## config.mk

```make
export PLATFORM = sky130hd
export DESIGN_NAME = medipix_bridge
export DESIGN_NICKNAME = d
export VERILOG_FILES = /design/src/verilog/mdpx_pkg.sv /design/src/verilog/mdpx_frame_if.sv /design/src/verilog/medipix_bridge.sv /design/src/verilog/mdpx_serializer.sv /design/src/verilog/frame_fifo.sv /design/src/verilog/nios_cmd_decoder.sv
export VERILOG_INCLUDE_DIRS = /design/src /design/src/verilog
export SDC_FILE = /design/constraint.sdc
export NUM_CORES = 1
export LEC_CHECK = 0
export ABC_AREA = 1
export ABC_CLOCK_PERIOD_IN_PS = 5150
export BUFFER_PORTS_ARGS = -buffer_cell sky130_fd_sc_hd__buf_2
export CORE_MARGIN = 2
export CORE_UTILIZATION = 40
export DETAILED_ROUTE_END_ITERATION = 10
export GPL_ROUTABILITY_DRIVEN = 0
export SETUP_SLACK_MARGIN = 0.05
export SLEW_MARGIN = 5
export SYNTH_ARGS = -nofsm -noshare
export SYNTH_HDL_FRONTEND = slang
export SYNTH_SLANG_ARGS = --single-unit
```

## constraint.sdc

```tcl
create_clock -name clock_nios -period 5.15 [get_ports clock_nios]
set_input_delay 1.2875 -clock clock_nios [delete_from_list [all_inputs] [get_ports clock_nios]]
set_output_delay 1.2875 -clock clock_nios [all_outputs]
set_load 0.005 [all_outputs]
```

## src/verilog/mdpx_consts.svh

```systemverilog
// Constants shared by the bridge RTL and its testbench.
// Host command bytes, chip operation codes, frame sizes and buffer depth.

`ifndef MDPX_CONSTS_SVH
`define MDPX_CONSTS_SVH

// host command bytes, sent with sync_nios.
`define CMD_LOAD_OMR 8'h01
`define CMD_LOAD_DAC 8'h02

// operation code on m while a DAC word is shifted.
`define M_LOAD_DAC 3'b011

// payload size of one command frame.
`define FRAME_BITS 48
`define FRAME_BYTES 6

// default depth of the frame buffer.
`define FIFO_DEPTH 4

`endif
```

## src/verilog/mdpx_pkg.sv

```systemverilog
// Frame types for the host to chip command path.
// Command enum, OMR field layout, payload union and the frame itself.

`include "mdpx_consts.svh"

package mdpx_pkg;

  typedef enum logic {
    CMD_OMR = 1'b0,
    CMD_DAC = 1'b1
  } cmd_e;

  // OMR layout, m sits in the first bits shifted out.
  typedef struct packed {
    logic [2:0] m;
    logic       crw_srw;
    logic       polarity;
    logic [1:0] ps;
    logic       disc_csm_spm;
    logic       enable_tp;
    logic [1:0] count_l;
    logic [2:0] column_block;
    logic       column_blocksel;
    logic [2:0] row_block;
    logic       row_blocksel;
    logic       equalization;
    logic       colour_mode;
    logic       csm_spm;
    logic       info_header;
    logic [4:0] fuse_sel;
    logic [6:0] fuse_pulse_wd;
    logic [1:0] gain_mode;
    logic [4:0] sense_dac;
    logic [4:0] ext_dac;
    logic       ext_bg_sel;
  } omr_fields_t;

  typedef union packed {
    omr_fields_t            fields;  // decoded OMR view.
    logic [`FRAME_BITS-1:0] raw;     // bit stream view.
  } payload_u;

  typedef struct packed {
    cmd_e     cmd;
    payload_u payload;
  } frame_t;

endpackage

```

## src/verilog/mdpx_frame_if.sv

```systemverilog
// Valid/ready link carrying one command frame per transfer.
// Source and sink modports for the two ends.

`timescale 1ns/1ps

interface mdpx_frame_if;

  logic             valid;
  logic             ready;
  mdpx_pkg::frame_t frame;  // held stable while valid waits for ready.

  // driver side.
  modport source (
    output valid,
    output frame,
    input  ready
  );

  // receiver side.
  modport sink (
    input  valid,
    input  frame,
    output ready
  );

endinterface

```

## src/verilog/medipix_bridge.sv

```systemverilog
// Bridge from the Nios host byte stream to the Medipix serial port.
// Command decoder, frame buffer and chip serializer, linked by two
// valid/ready frame links.

`timescale 1ns/1ps
`include "mdpx_consts.svh"

module medipix_bridge
  import mdpx_pkg::*;
(
  input  logic       clock_nios,
  input  logic       arst_n,
  input  logic       en_nios,
  input  logic       sync_nios,
  input  logic [7:0] data_nios,
  output logic [2:0] m,
  output logic       clk_mdpx,
  output logic       data_mdpx,
  output logic       en_mdpx,
  output logic       overflow
);

  mdpx_frame_if dec_to_fifo ();
  mdpx_frame_if fifo_to_ser ();

  nios_cmd_decoder u_nios_cmd_decoder (
    .clock_nios (clock_nios),
    .arst_n     (arst_n),
    .en_nios    (en_nios),
    .sync_nios  (sync_nios),
    .data_nios  (data_nios),
    .overflow   (overflow),
    .out        (dec_to_fifo.source)
  );

  frame_fifo #(
    .DEPTH (`FIFO_DEPTH)
  ) u_frame_fifo (
    .clock_nios (clock_nios),
    .arst_n     (arst_n),
    .in         (dec_to_fifo.sink),
    .out        (fifo_to_ser.source)
  );

  mdpx_serializer u_mdpx_serializer (
    .clock_nios (clock_nios),
    .arst_n     (arst_n),
    .in         (fifo_to_ser.sink),
    .m          (m),
    .clk_mdpx   (clk_mdpx),
    .data_mdpx  (data_mdpx),
    .en_mdpx    (en_mdpx)
  );

endmodule

```

## src/verilog/mdpx_serializer.sv

```systemverilog
// Chip side serializer for OMR and DAC frames.
// Drives the operation code, then shifts 48 bits msb first, two cycles
// per bit with clk_mdpx high in the second, then rests two cycles.

`timescale 1ns/1ps
`include "mdpx_consts.svh"

module mdpx_serializer
  import mdpx_pkg::*;
(
  input  logic       clock_nios,
  input  logic       arst_n,
  mdpx_frame_if.sink in,
  output logic [2:0] m,
  output logic       clk_mdpx,
  output logic       data_mdpx,
  output logic       en_mdpx
);

  localparam int         BIT_W = $clog2(`FRAME_BITS);
  localparam logic [1:0] GAP   = 2'd2;

  logic                   busy;
  logic                   phase;    // high in the second half of a bit.
  logic [BIT_W-1:0]       bit_cnt;
  logic [1:0]             gap_cnt;
  logic [`FRAME_BITS-1:0] shift_q;
  logic                   take;
  logic                   bit_done;
  payload_u               pay;

  assign pay      = in.frame.payload;
  assign in.ready = !busy && (gap_cnt == 2'd0);
  assign take     = in.valid && in.ready;
  assign bit_done = busy && phase;

  always_ff @(posedge clock_nios or negedge arst_n) begin
    if (!arst_n) begin
      busy    <= 1'b0;
      phase   <= 1'b0;
      bit_cnt <= '0;
      gap_cnt <= 2'd0;
      m       <= 3'b000;
    end else if (take) begin
      busy    <= 1'b1;
      phase   <= 1'b0;
      bit_cnt <= '0;
      m       <= (in.frame.cmd == CMD_OMR) ? pay.fields.m : `M_LOAD_DAC;
    end else if (busy) begin
      phase <= !phase;
      if (bit_done) begin
        if (bit_cnt == BIT_W'(`FRAME_BITS - 1)) begin
          busy    <= 1'b0;
          gap_cnt <= GAP;  // chip rest time before the next frame.
        end else begin
          bit_cnt <= bit_cnt + 1'b1;
        end
      end
    end else if (gap_cnt != 2'd0) begin
      gap_cnt <= gap_cnt - 1'b1;
    end
  end

  always_ff @(posedge clock_nios) begin
    if (take) begin
      shift_q <= pay.raw;
    end else if (bit_done) begin
      shift_q <= {shift_q[`FRAME_BITS-2:0], 1'b0};
    end
  end

  assign en_mdpx   = busy;
  assign clk_mdpx  = phase;
  assign data_mdpx = busy & shift_q[`FRAME_BITS-1];

  a_clk_inside_en: assert property (
    @(posedge clock_nios) disable iff (!arst_n)
      clk_mdpx |-> en_mdpx
  );

endmodule

```

## src/verilog/frame_fifo.sv

```systemverilog
// Register-array buffer for command frames.
// Read and write pointers with an occupancy count, push and pop
// allowed in the same cycle.

`timescale 1ns/1ps
`include "mdpx_consts.svh"

module frame_fifo
  import mdpx_pkg::*;
#(
  parameter int DEPTH = `FIFO_DEPTH
) (
  input  logic         clock_nios,
  input  logic         arst_n,
  mdpx_frame_if.sink   in,
  mdpx_frame_if.source out
);

  localparam int AW = (DEPTH > 1) ? $clog2(DEPTH) : 1;
  localparam int CW = $clog2(DEPTH + 1);

  frame_t        mem [DEPTH];
  logic [AW-1:0] wr_ptr;
  logic [AW-1:0] rd_ptr;
  logic [CW-1:0] count;
  logic          full;
  logic          empty;
  logic          push;
  logic          pop;

  function automatic logic [AW-1:0] next_ptr(input logic [AW-1:0] ptr);
    next_ptr = (ptr == AW'(DEPTH - 1)) ? '0 : ptr + 1'b1;
  endfunction

  assign full  = (count == CW'(DEPTH));
  assign empty = (count == '0);

  assign in.ready  = !full;
  assign out.valid = !empty;
  assign out.frame = mem[rd_ptr];  // head entry appears the cycle after its push.

  assign push = in.valid && in.ready;
  assign pop  = out.valid && out.ready;

  always_ff @(posedge clock_nios) begin
    if (push) begin
      mem[wr_ptr] <= in.frame;
    end
  end

  always_ff @(posedge clock_nios or negedge arst_n) begin
    if (!arst_n) begin
      wr_ptr <= '0;
      rd_ptr <= '0;
      count  <= '0;
    end else begin
      if (push) begin
        wr_ptr <= next_ptr(wr_ptr);
      end
      if (pop) begin
        rd_ptr <= next_ptr(rd_ptr);
      end
      case ({push, pop})
        2'b10:   count <= count + 1'b1;
        2'b01:   count <= count - 1'b1;
        default: count <= count;  // both or neither.
      endcase
    end
  end

  // a full buffer takes no frame, so its write pointer stays put.
  a_no_push_full: assert property (
    @(posedge clock_nios) disable iff (!arst_n)
      full |=> $stable(wr_ptr)
  );

  a_no_pop_empty: assert property (
    @(posedge clock_nios) disable iff (!arst_n)
      empty |=> $stable(rd_ptr)
  );

endmodule

```

## src/verilog/nios_cmd_decoder.sv

```systemverilog
// Host byte receiver building command frames.
// Counts payload bytes after a sync mark, offers the frame for one cycle
// and raises a sticky overflow when the buffer cannot take it.

`timescale 1ns/1ps
`include "mdpx_consts.svh"

module nios_cmd_decoder
  import mdpx_pkg::*;
(
  input  logic         clock_nios,
  input  logic         arst_n,
  input  logic         en_nios,
  input  logic         sync_nios,
  input  logic [7:0]   data_nios,
  output logic         overflow,
  mdpx_frame_if.source out
);

  localparam int CNT_W = $clog2(`FRAME_BYTES + 1);

  logic [CNT_W-1:0]       byte_cnt;
  logic                   active;     // inside a frame with a known command.
  cmd_e                   cmd_q;
  logic [`FRAME_BITS-1:0] asm_q;
  logic                   valid_q;
  logic                   known_cmd;
  logic                   take_pay;
  logic                   last_byte;

  assign known_cmd = (data_nios == `CMD_LOAD_OMR) || (data_nios == `CMD_LOAD_DAC);
  assign take_pay  = en_nios && !sync_nios && active;
  assign last_byte = (byte_cnt == CNT_W'(`FRAME_BYTES - 1));

  always_ff @(posedge clock_nios or negedge arst_n) begin
    if (!arst_n) begin
      byte_cnt <= '0;
      active   <= 1'b0;
      cmd_q    <= CMD_OMR;
    end else if (en_nios && sync_nios) begin
      byte_cnt <= '0;         // any sync restarts assembly.
      active   <= known_cmd;  // unknown bytes idle until next sync.
      cmd_q    <= (data_nios == `CMD_LOAD_DAC) ? CMD_DAC : CMD_OMR;
    end else if (take_pay) begin
      if (last_byte) begin
        byte_cnt <= '0;
        active   <= 1'b0;
      end else begin
        byte_cnt <= byte_cnt + 1'b1;
      end
    end
  end

  // msb first, so each new byte shifts in from the bottom.
  always_ff @(posedge clock_nios) begin
    if (take_pay) begin
      asm_q <= {asm_q[`FRAME_BITS-9:0], data_nios};
    end
  end

  always_ff @(posedge clock_nios or negedge arst_n) begin
    if (!arst_n) begin
      valid_q  <= 1'b0;
      overflow <= 1'b0;
    end else begin
      valid_q <= take_pay && last_byte;
      if (valid_q && !out.ready) begin
        overflow <= 1'b1;  // the frame is lost since the host cannot wait.
      end
    end
  end

  assign out.valid = valid_q;
  assign out.frame = {cmd_q, asm_q};

  a_byte_cnt_range: assert property (
    @(posedge clock_nios) disable iff (!arst_n)
      byte_cnt <= CNT_W'(`FRAME_BYTES)
  );

endmodule

```

Word level (Yosys, flattened, before mapping)
Memories as Yosys holds them, arrays and structs flattened.
Index checks and enable logic that the tools add are counted.
{ "classes": {"eq_ne": 12, "n_mux": 29, "bitwise_logic": 2, "n_shift": 0, "addsub": 7, "magnitude_cmp": 0, "mul": 0, "div_mod_pow": 0, "reduce_logical": 27} }
{ "op_table": {"columns": ["operator", "count"], "rows": [
  ["48-bit two-way mux", 2],
  ["6-bit two-way mux", 4],
  ["2-bit nonzero test", 7],
  ["1-bit two-way mux", 12],
  ["2-bit two-way mux", 6],
  ["3-bit two-way mux", 4],
  ["1-bit logical AND", 9],
  ["8-bit by 1-bit == test with 1-bit output, second input constant", 1],
  ["8-bit by 2-bit == test with 1-bit output, second input constant", 1],
  ["3-bit by 1-bit adder with 3-bit output, second input constant", 2],
  ["6-bit by 1-bit adder with 6-bit output, second input constant", 1],
  ["2-bit == test, second input constant", 3],
  ["3-bit == test, second input constant", 2],
  ["6-bit == test, second input constant", 1],
  ["2-bit != test, second input constant", 3],
  ["3-bit case mux with 2 select lines", 1],
  ["1-bit logical NOT", 5],
  ["2-bit by 1-bit adder with 2-bit output, second input constant", 2],
  ["4-bit AND reduction", 1],
  ["3-bit logical NOT", 1],
  ["3-bit AND reduction", 1],
  ["3-bit by 1-bit subtractor with 3-bit output, second input constant", 1],
  ["2-bit by 1-bit == test with 1-bit output, second input constant", 1],
  ["2-bit logical NOT", 1],
  ["other kinds (5)", 5]
]} }
{ "word_totals": {"register_bits": 123, "word_cells": 93, "ram_bits": 196, "latchBits": 0, "romBits": 0, "mem_count": 1, "inputBits": 12} }
{ "memory_table": {"columns": ["memory", "depth", "word_bits", "rd", "rd_ports_with_merged_regs", "wr", "line", "rtl"], "rows": [
  ["u_frame_fifo.mem", 4, 49, 1, 0, 1, "frame_fifo.sv:22", "frame_t mem [DEPTH];"]
]} }

Logic depth before layout (Yosys ltp)
{ "depth": {"depth_word": 5, "ltp_mapped": 14} }

By module
Synthesis repeated with hierarchy kept, for this count alone.
{ "hier_totals": {"hier_cells": 1022, "hier_area_um2": 13101.3} }
{ "modules_own_cells": {"columns": ["mod", "cells_per_inst", "area_per_inst_um2", "instances", "seq_area_each_um2"], "rows": [
  ["frame_fifo", 631, 8529.4, 1, 6060.8],
  ["mdpx_serializer", 289, 2748.9, 1, 1766.7],
  ["nios_cmd_decoder", 102, 1823.0, 1, 1616.6]
]} }

Worst setup path before layout
Ideal clock, no wire load.
{ "synth_path": {"path_type": "input port to flip-flop", "start": "input port en_nios", "end": "register u_nios_cmd_decoder.byte_cnt[2]", "n_path_buf": 0, "setup_time_ns": 0.064, "t_required_ns": 5.086, "cell_stages": 6, "path_slack_ns": 1.111, "arrival_ns": 3.975, "path_cell_list": "nand2_1 nor2_1 nor2_1 nor2_1 o21ai_0 inv_1"} }
{ "synth_between": {"elab_chain_cells": 3} }
{ "synth_rtl": {"columns": ["item", "line", "rtl"], "rows": [
  ["start: declaration", "medipix_bridge.sv:13", "input logic en_nios,"],
  ["1-bit logical AND (2 in a row)", "nios_cmd_decoder.sv:32", "assign take_pay = en_nios && !sync_nios && active;"],
  ["named net u_nios_cmd_decoder.take_pay", "nios_cmd_decoder.sv:28", "logic take_pay;"],
  ["2-bit nonzero test (no line)", null, null],
  ["end signal: assignment", "nios_cmd_decoder.sv:49", "byte_cnt <= byte_cnt + 1'b1;"],
  ["end: declaration", "nios_cmd_decoder.sv:22", "logic [CNT_W-1:0] byte_cnt;"]
]} }
The timed path passes the listed nets, and every way through them passes these cells.
A chain may end at the register's enable or synchronous reset.

Worst setup path in the final report
{ "layout_path": {"start": "register u_mdpx_serializer.gap_cnt[0]", "end": "register u_frame_fifo.count[2]"} }
{ "layout_between": {"elab_chain_cells": 5} }
{ "layout_rtl": {"columns": ["item", "line", "rtl"], "rows": [
  ["start: declaration", "mdpx_serializer.sv:26", "logic [1:0] gap_cnt;"],
  ["start signal: assignment", "mdpx_serializer.sv:60", "gap_cnt <= gap_cnt - 1'b1;"],
  ["2-bit logical NOT (*)", "mdpx_serializer.sv:33", "assign in.ready = !busy && (gap_cnt == 2'd0);"],
  ["1-bit logical AND (*)", "mdpx_serializer.sv:33", null],
  ["1-bit logical AND (*)", "frame_fifo.sv:43", "assign pop = out.valid && out.ready;"],
  ["2-bit by 1-bit == test with 1-bit output / 2-bit == test (equally long branches)", "frame_fifo.sv:63", "case ({push, pop})"],
  ["3-bit case mux with 2 select lines / 2-bit nonzero test (equally long branches)", null, null],
  ["end signal: assignment", "frame_fifo.sv:64", "2'b10: count <= count + 1'b1;"],
  ["end signal: assignment", "frame_fifo.sv:65", "2'b01: count <= count - 1'b1;"],
  ["end signal: assignment", "frame_fifo.sv:66", "default: count <= count;"],
  ["end: declaration", "frame_fifo.sv:25", "logic [CW-1:0] count;"]
]} }
Mark *: on every way between the ends. The rest lies on a longest branch, timed or not.

==> reports/qor.yml <==
ctsHoldBuffers: 0
seqPwrFrac: 0.536
ir_worst_vdd_v: 0.000240
clock-sinks: 319
synth_cells: 910
synth_top_flop_cell: "edfxtp_1"
die_y_microns: 179
startpoint_type: "register"
status: "finished, final reports clean"
htreeDepth: 2
cts.path.max_buffers: 3
placementRows: 63
ys_warn_count: 0
seq_area_frac_synth: 0.773
start_util: 0.409
switchingPower_mw: 1.43
cap_violations: 0
synth_top_area_frac: 0.718
worstMarginPinSlew_ns: 1.13
reg2reg_setup_slack_ns: 2.37
cts_buffers: 34
wl_microns: 22500
vias_per_cell: 5.01
synth_area_per_cell_sq_um: 13.4
diodes: 0
reg2reg_from: "u_mdpx_serializer.gap_cnt[0]"
fin_util: 0.457
crit_arrival_ns: 3.20
design_power_total_mw: 6.07
cp-end-kind: "register"
place_ws_ns: 2.04
cts_root_buf: "clkbuf_16"
clk_latency_ns: 0.50
path_class: "reg2reg"
hold_depth: 2
relSlewSlack: 0.244
grt_setup_unrepaired: "no"
rr_worst_depth: 13
yosys.area.top_type: "edfxtp_1"
cts_tree: "done"
cp_cell_sequence: "inv_1 > ha_1 > inv_1 > nor2_2 > nand2_4 > inv_6 > ha_1 > inv_1 > fa_1 > nor2_1 > nor2_1 > nand2_1 > xor2_1"
p_int_mw: 4.64
holdCritStartpoint: "u_mdpx_serializer.m[2]"
finalClockSkew_ns: 0.0161
slew_violations: 0
grt_usage: 0.147
hold_violations: 0
antenna_found_initial: 0
synth_cell_types: 29
dr.pass1.iters: 5
cpPeakStageDelay_ns: 0.60
netlist_area_sq_um: 12200
layout-drive-gt1-share: 0.0934
drtIter0Drc: 510
ys_top_cells_by_area: "edfxtp_1 72%, nor2_1 7.7%, dfrtp_1 5.5%"
synth-async-reset-ratio: 0.0846
io_pins: 19
globalRouteOverflowTotal: 0
timing.final.crit_period_ns: 2.78
final_cell_area_sq_um: 13600
synth_common_cells: "292 x edfxtp_1, 251 x nor2_1, 84 x o21ai_0, 60 x nand2_1, 45 x a31oi_1"
clk_pin_slew_ns: 0.06
synth_most_common_cell: "edfxtp_1"
reg2reg_to: "u_frame_fifo.count[2]"
fin_ws_ns: 2.37
critPathRequiredTime_ns: 5.57
p_sw_frac: 0.235
core_sq_um: 29900
drc: 0
fin_nets: 952
post_cts_resized: 0
antenna_left: 0
area_delta_synth_final_pct: 11.7
dp_hpwl_microns: 11400
hold_path_end: "u_mdpx_serializer.m[2]"
placed_area_sq_um: 12600
grt_pass1_wl_microns: 36100
slowest_stage: "inv_6"
hold_class: "reg2reg"
max_clock_freq_mhz: 359
leakage_nw: 4.72
fin_crit_sh: 0.540
clkPwrFrac: 0.366
syn_nets: 931
synth_edf_count: 292
path_delay_family: "adder cells"
vias: 6732
die_area_sq_um: 32000
crit_top_cell: "inv_1"
die_w_microns: 179
p_per_area_nw_per_um2: 445
grt_pass1_vias: 6757
ys_seq_elements: 319
wl_per_cell_microns: 16.7
fill_cells: 2595
setup_viol: 0
io_buffers: 18
path_buf_inv: 4
combPwrFrac: 0.098
grt_max_degree: 101
post_cts_buffers: 0
tns_ns: 0
crit_fanout: 100
-- placed cells by master (no fill, tap or decap), drive strengths merged --
| cell type | netlist | routed |
|---|---|---|
| clkinv | 0 | 12 |
| edfxtp | 292 | 292 |
| xnor2 | 1 | 1 |
| ha | 8 | 8 |
| clkbuf | 15 | 43 |
| nand2 | 61 | 61 |
| nand3 | 19 | 19 |
| or2 | 1 | 1 |
| a31o | 1 | 1 |
| fa | 1 | 1 |
| nor2 | 255 | 255 |
| xor2 | 2 | 2 |
| bufinv | 0 | 1 |
| dfrtp | 27 | 27 |
| o21ai | 103 | 103 |
| nor3 | 2 | 2 |
| buf | 28 | 28 |
| inv | 30 | 32 |
| nor3b | 1 | 1 |
| a31oi | 45 | 45 |
| nand4 | 8 | 8 |
| a21oi | 9 | 9 |
| o21bai | 1 | 1 |
-- flip-flops by register name, summed over array words and instances (netlist names) --
signal,flops
u_mdpx_serializer.shift_q,48
u_frame_fifo.wr_ptr,2
u_mdpx_serializer.bit_cnt,6
u_mdpx_serializer.en_mdpx,1
u_mdpx_serializer.clk_mdpx,1
u_nios_cmd_decoder.active,1
u_nios_cmd_decoder.out.valid,1
u_frame_fifo.count,3
u_nios_cmd_decoder.byte_cnt,3
u_mdpx_serializer.m,3
u_nios_cmd_decoder.cmd_q,1
u_nios_cmd_decoder.asm_q,48
u_mdpx_serializer.gap_cnt,2
u_frame_fifo.rd_ptr,2
u_nios_cmd_decoder.overflow,1
u_frame_fifo.mem,196
-- stage by stage --
step	hold slack, ns	cells
final	0.471	1343
after CTS	0.475	1343
after global routing	0.508	1343
after global placement	0.458	1285
after floorplan	0.442	910
after detailed placement	0.461	1285
-- tightest hold or removal path, stage by stage (launching register included) --
cell	delay [ns]
dfrtp_1	0.34
nand2_1	0.05
nand2_1	0.05
-- routing by layer --
layer  global-route usage  wire length (microns)  vias to the layer above  share of wire
met3               0.0254                   1040                       31          0.046
met2                0.252                  11100                      138           0.50
li1                     -                      -                     3288              -
met4               0.0508                    421                        0          0.019
met5                    0                      0                        -              0
met1                0.188                   9850                     3275           0.44
-- how the worst max path moves through the flow --
| stage | endpoint | startpoint | slack, ns | cells after the start |
|---|---|---|---|---|
| detailed placement | u_nios_cmd_decoder.asm_q[42] | en_nios | 2.04 | 4 |
| global route | u_frame_fifo.count[2] | u_mdpx_serializer.gap_cnt[0] | 2.13 | 13 |
| global placement | u_nios_cmd_decoder.asm_q[38] | en_nios | 2.11 | 4 |
| floorplan | u_nios_cmd_decoder.byte_cnt[2] | en_nios | 1.11 | 6 |
| finish | u_frame_fifo.count[2] | u_mdpx_serializer.gap_cnt[0] | 2.37 | 13 |
| CTS | u_frame_fifo.count[2] | u_mdpx_serializer.gap_cnt[0] | 2.32 | 13 |
-- area by class of cell --
cell class | count | area (sq um) | share of cell area
well taps | 390 | 488 | 0.0358
repair buffers | 28 | 165 | 0.0121
clock inverters | 15 | 100 | 0.00734
multi-input cells | 518 | 2420 | 0.177
flip-flops and latches | 319 | 9450 | 0.693
clock buffers | 43 | 906 | 0.0664
inverters | 30 | 118 | 0.00862
-- cells by family after synthesis --
family | after synthesis | share of synthesized area
simple gates | 347 | 0.112
xor+xnor | 3 | 0.00215
compound gates | 159 | 0.0703
buf+inv | 73 | 0.0323
fa+ha+maj | 9 | 0.00983
flops | 319 | 0.773
-- power by group through the flow --
stage	registers, mW	clock network [mW]	logic, mW
3_5_place_dp	3.31	0	0.608
2_1_floorplan	3.26	0	0.464
6_report	3.25	2.22	0.592
3_3_place_gp	3.31	0	0.595
5_1_grt	3.28	2.37	0.688
4_1_cts	3.26	2.26	0.608
Power figures use the tool's default switching activity.
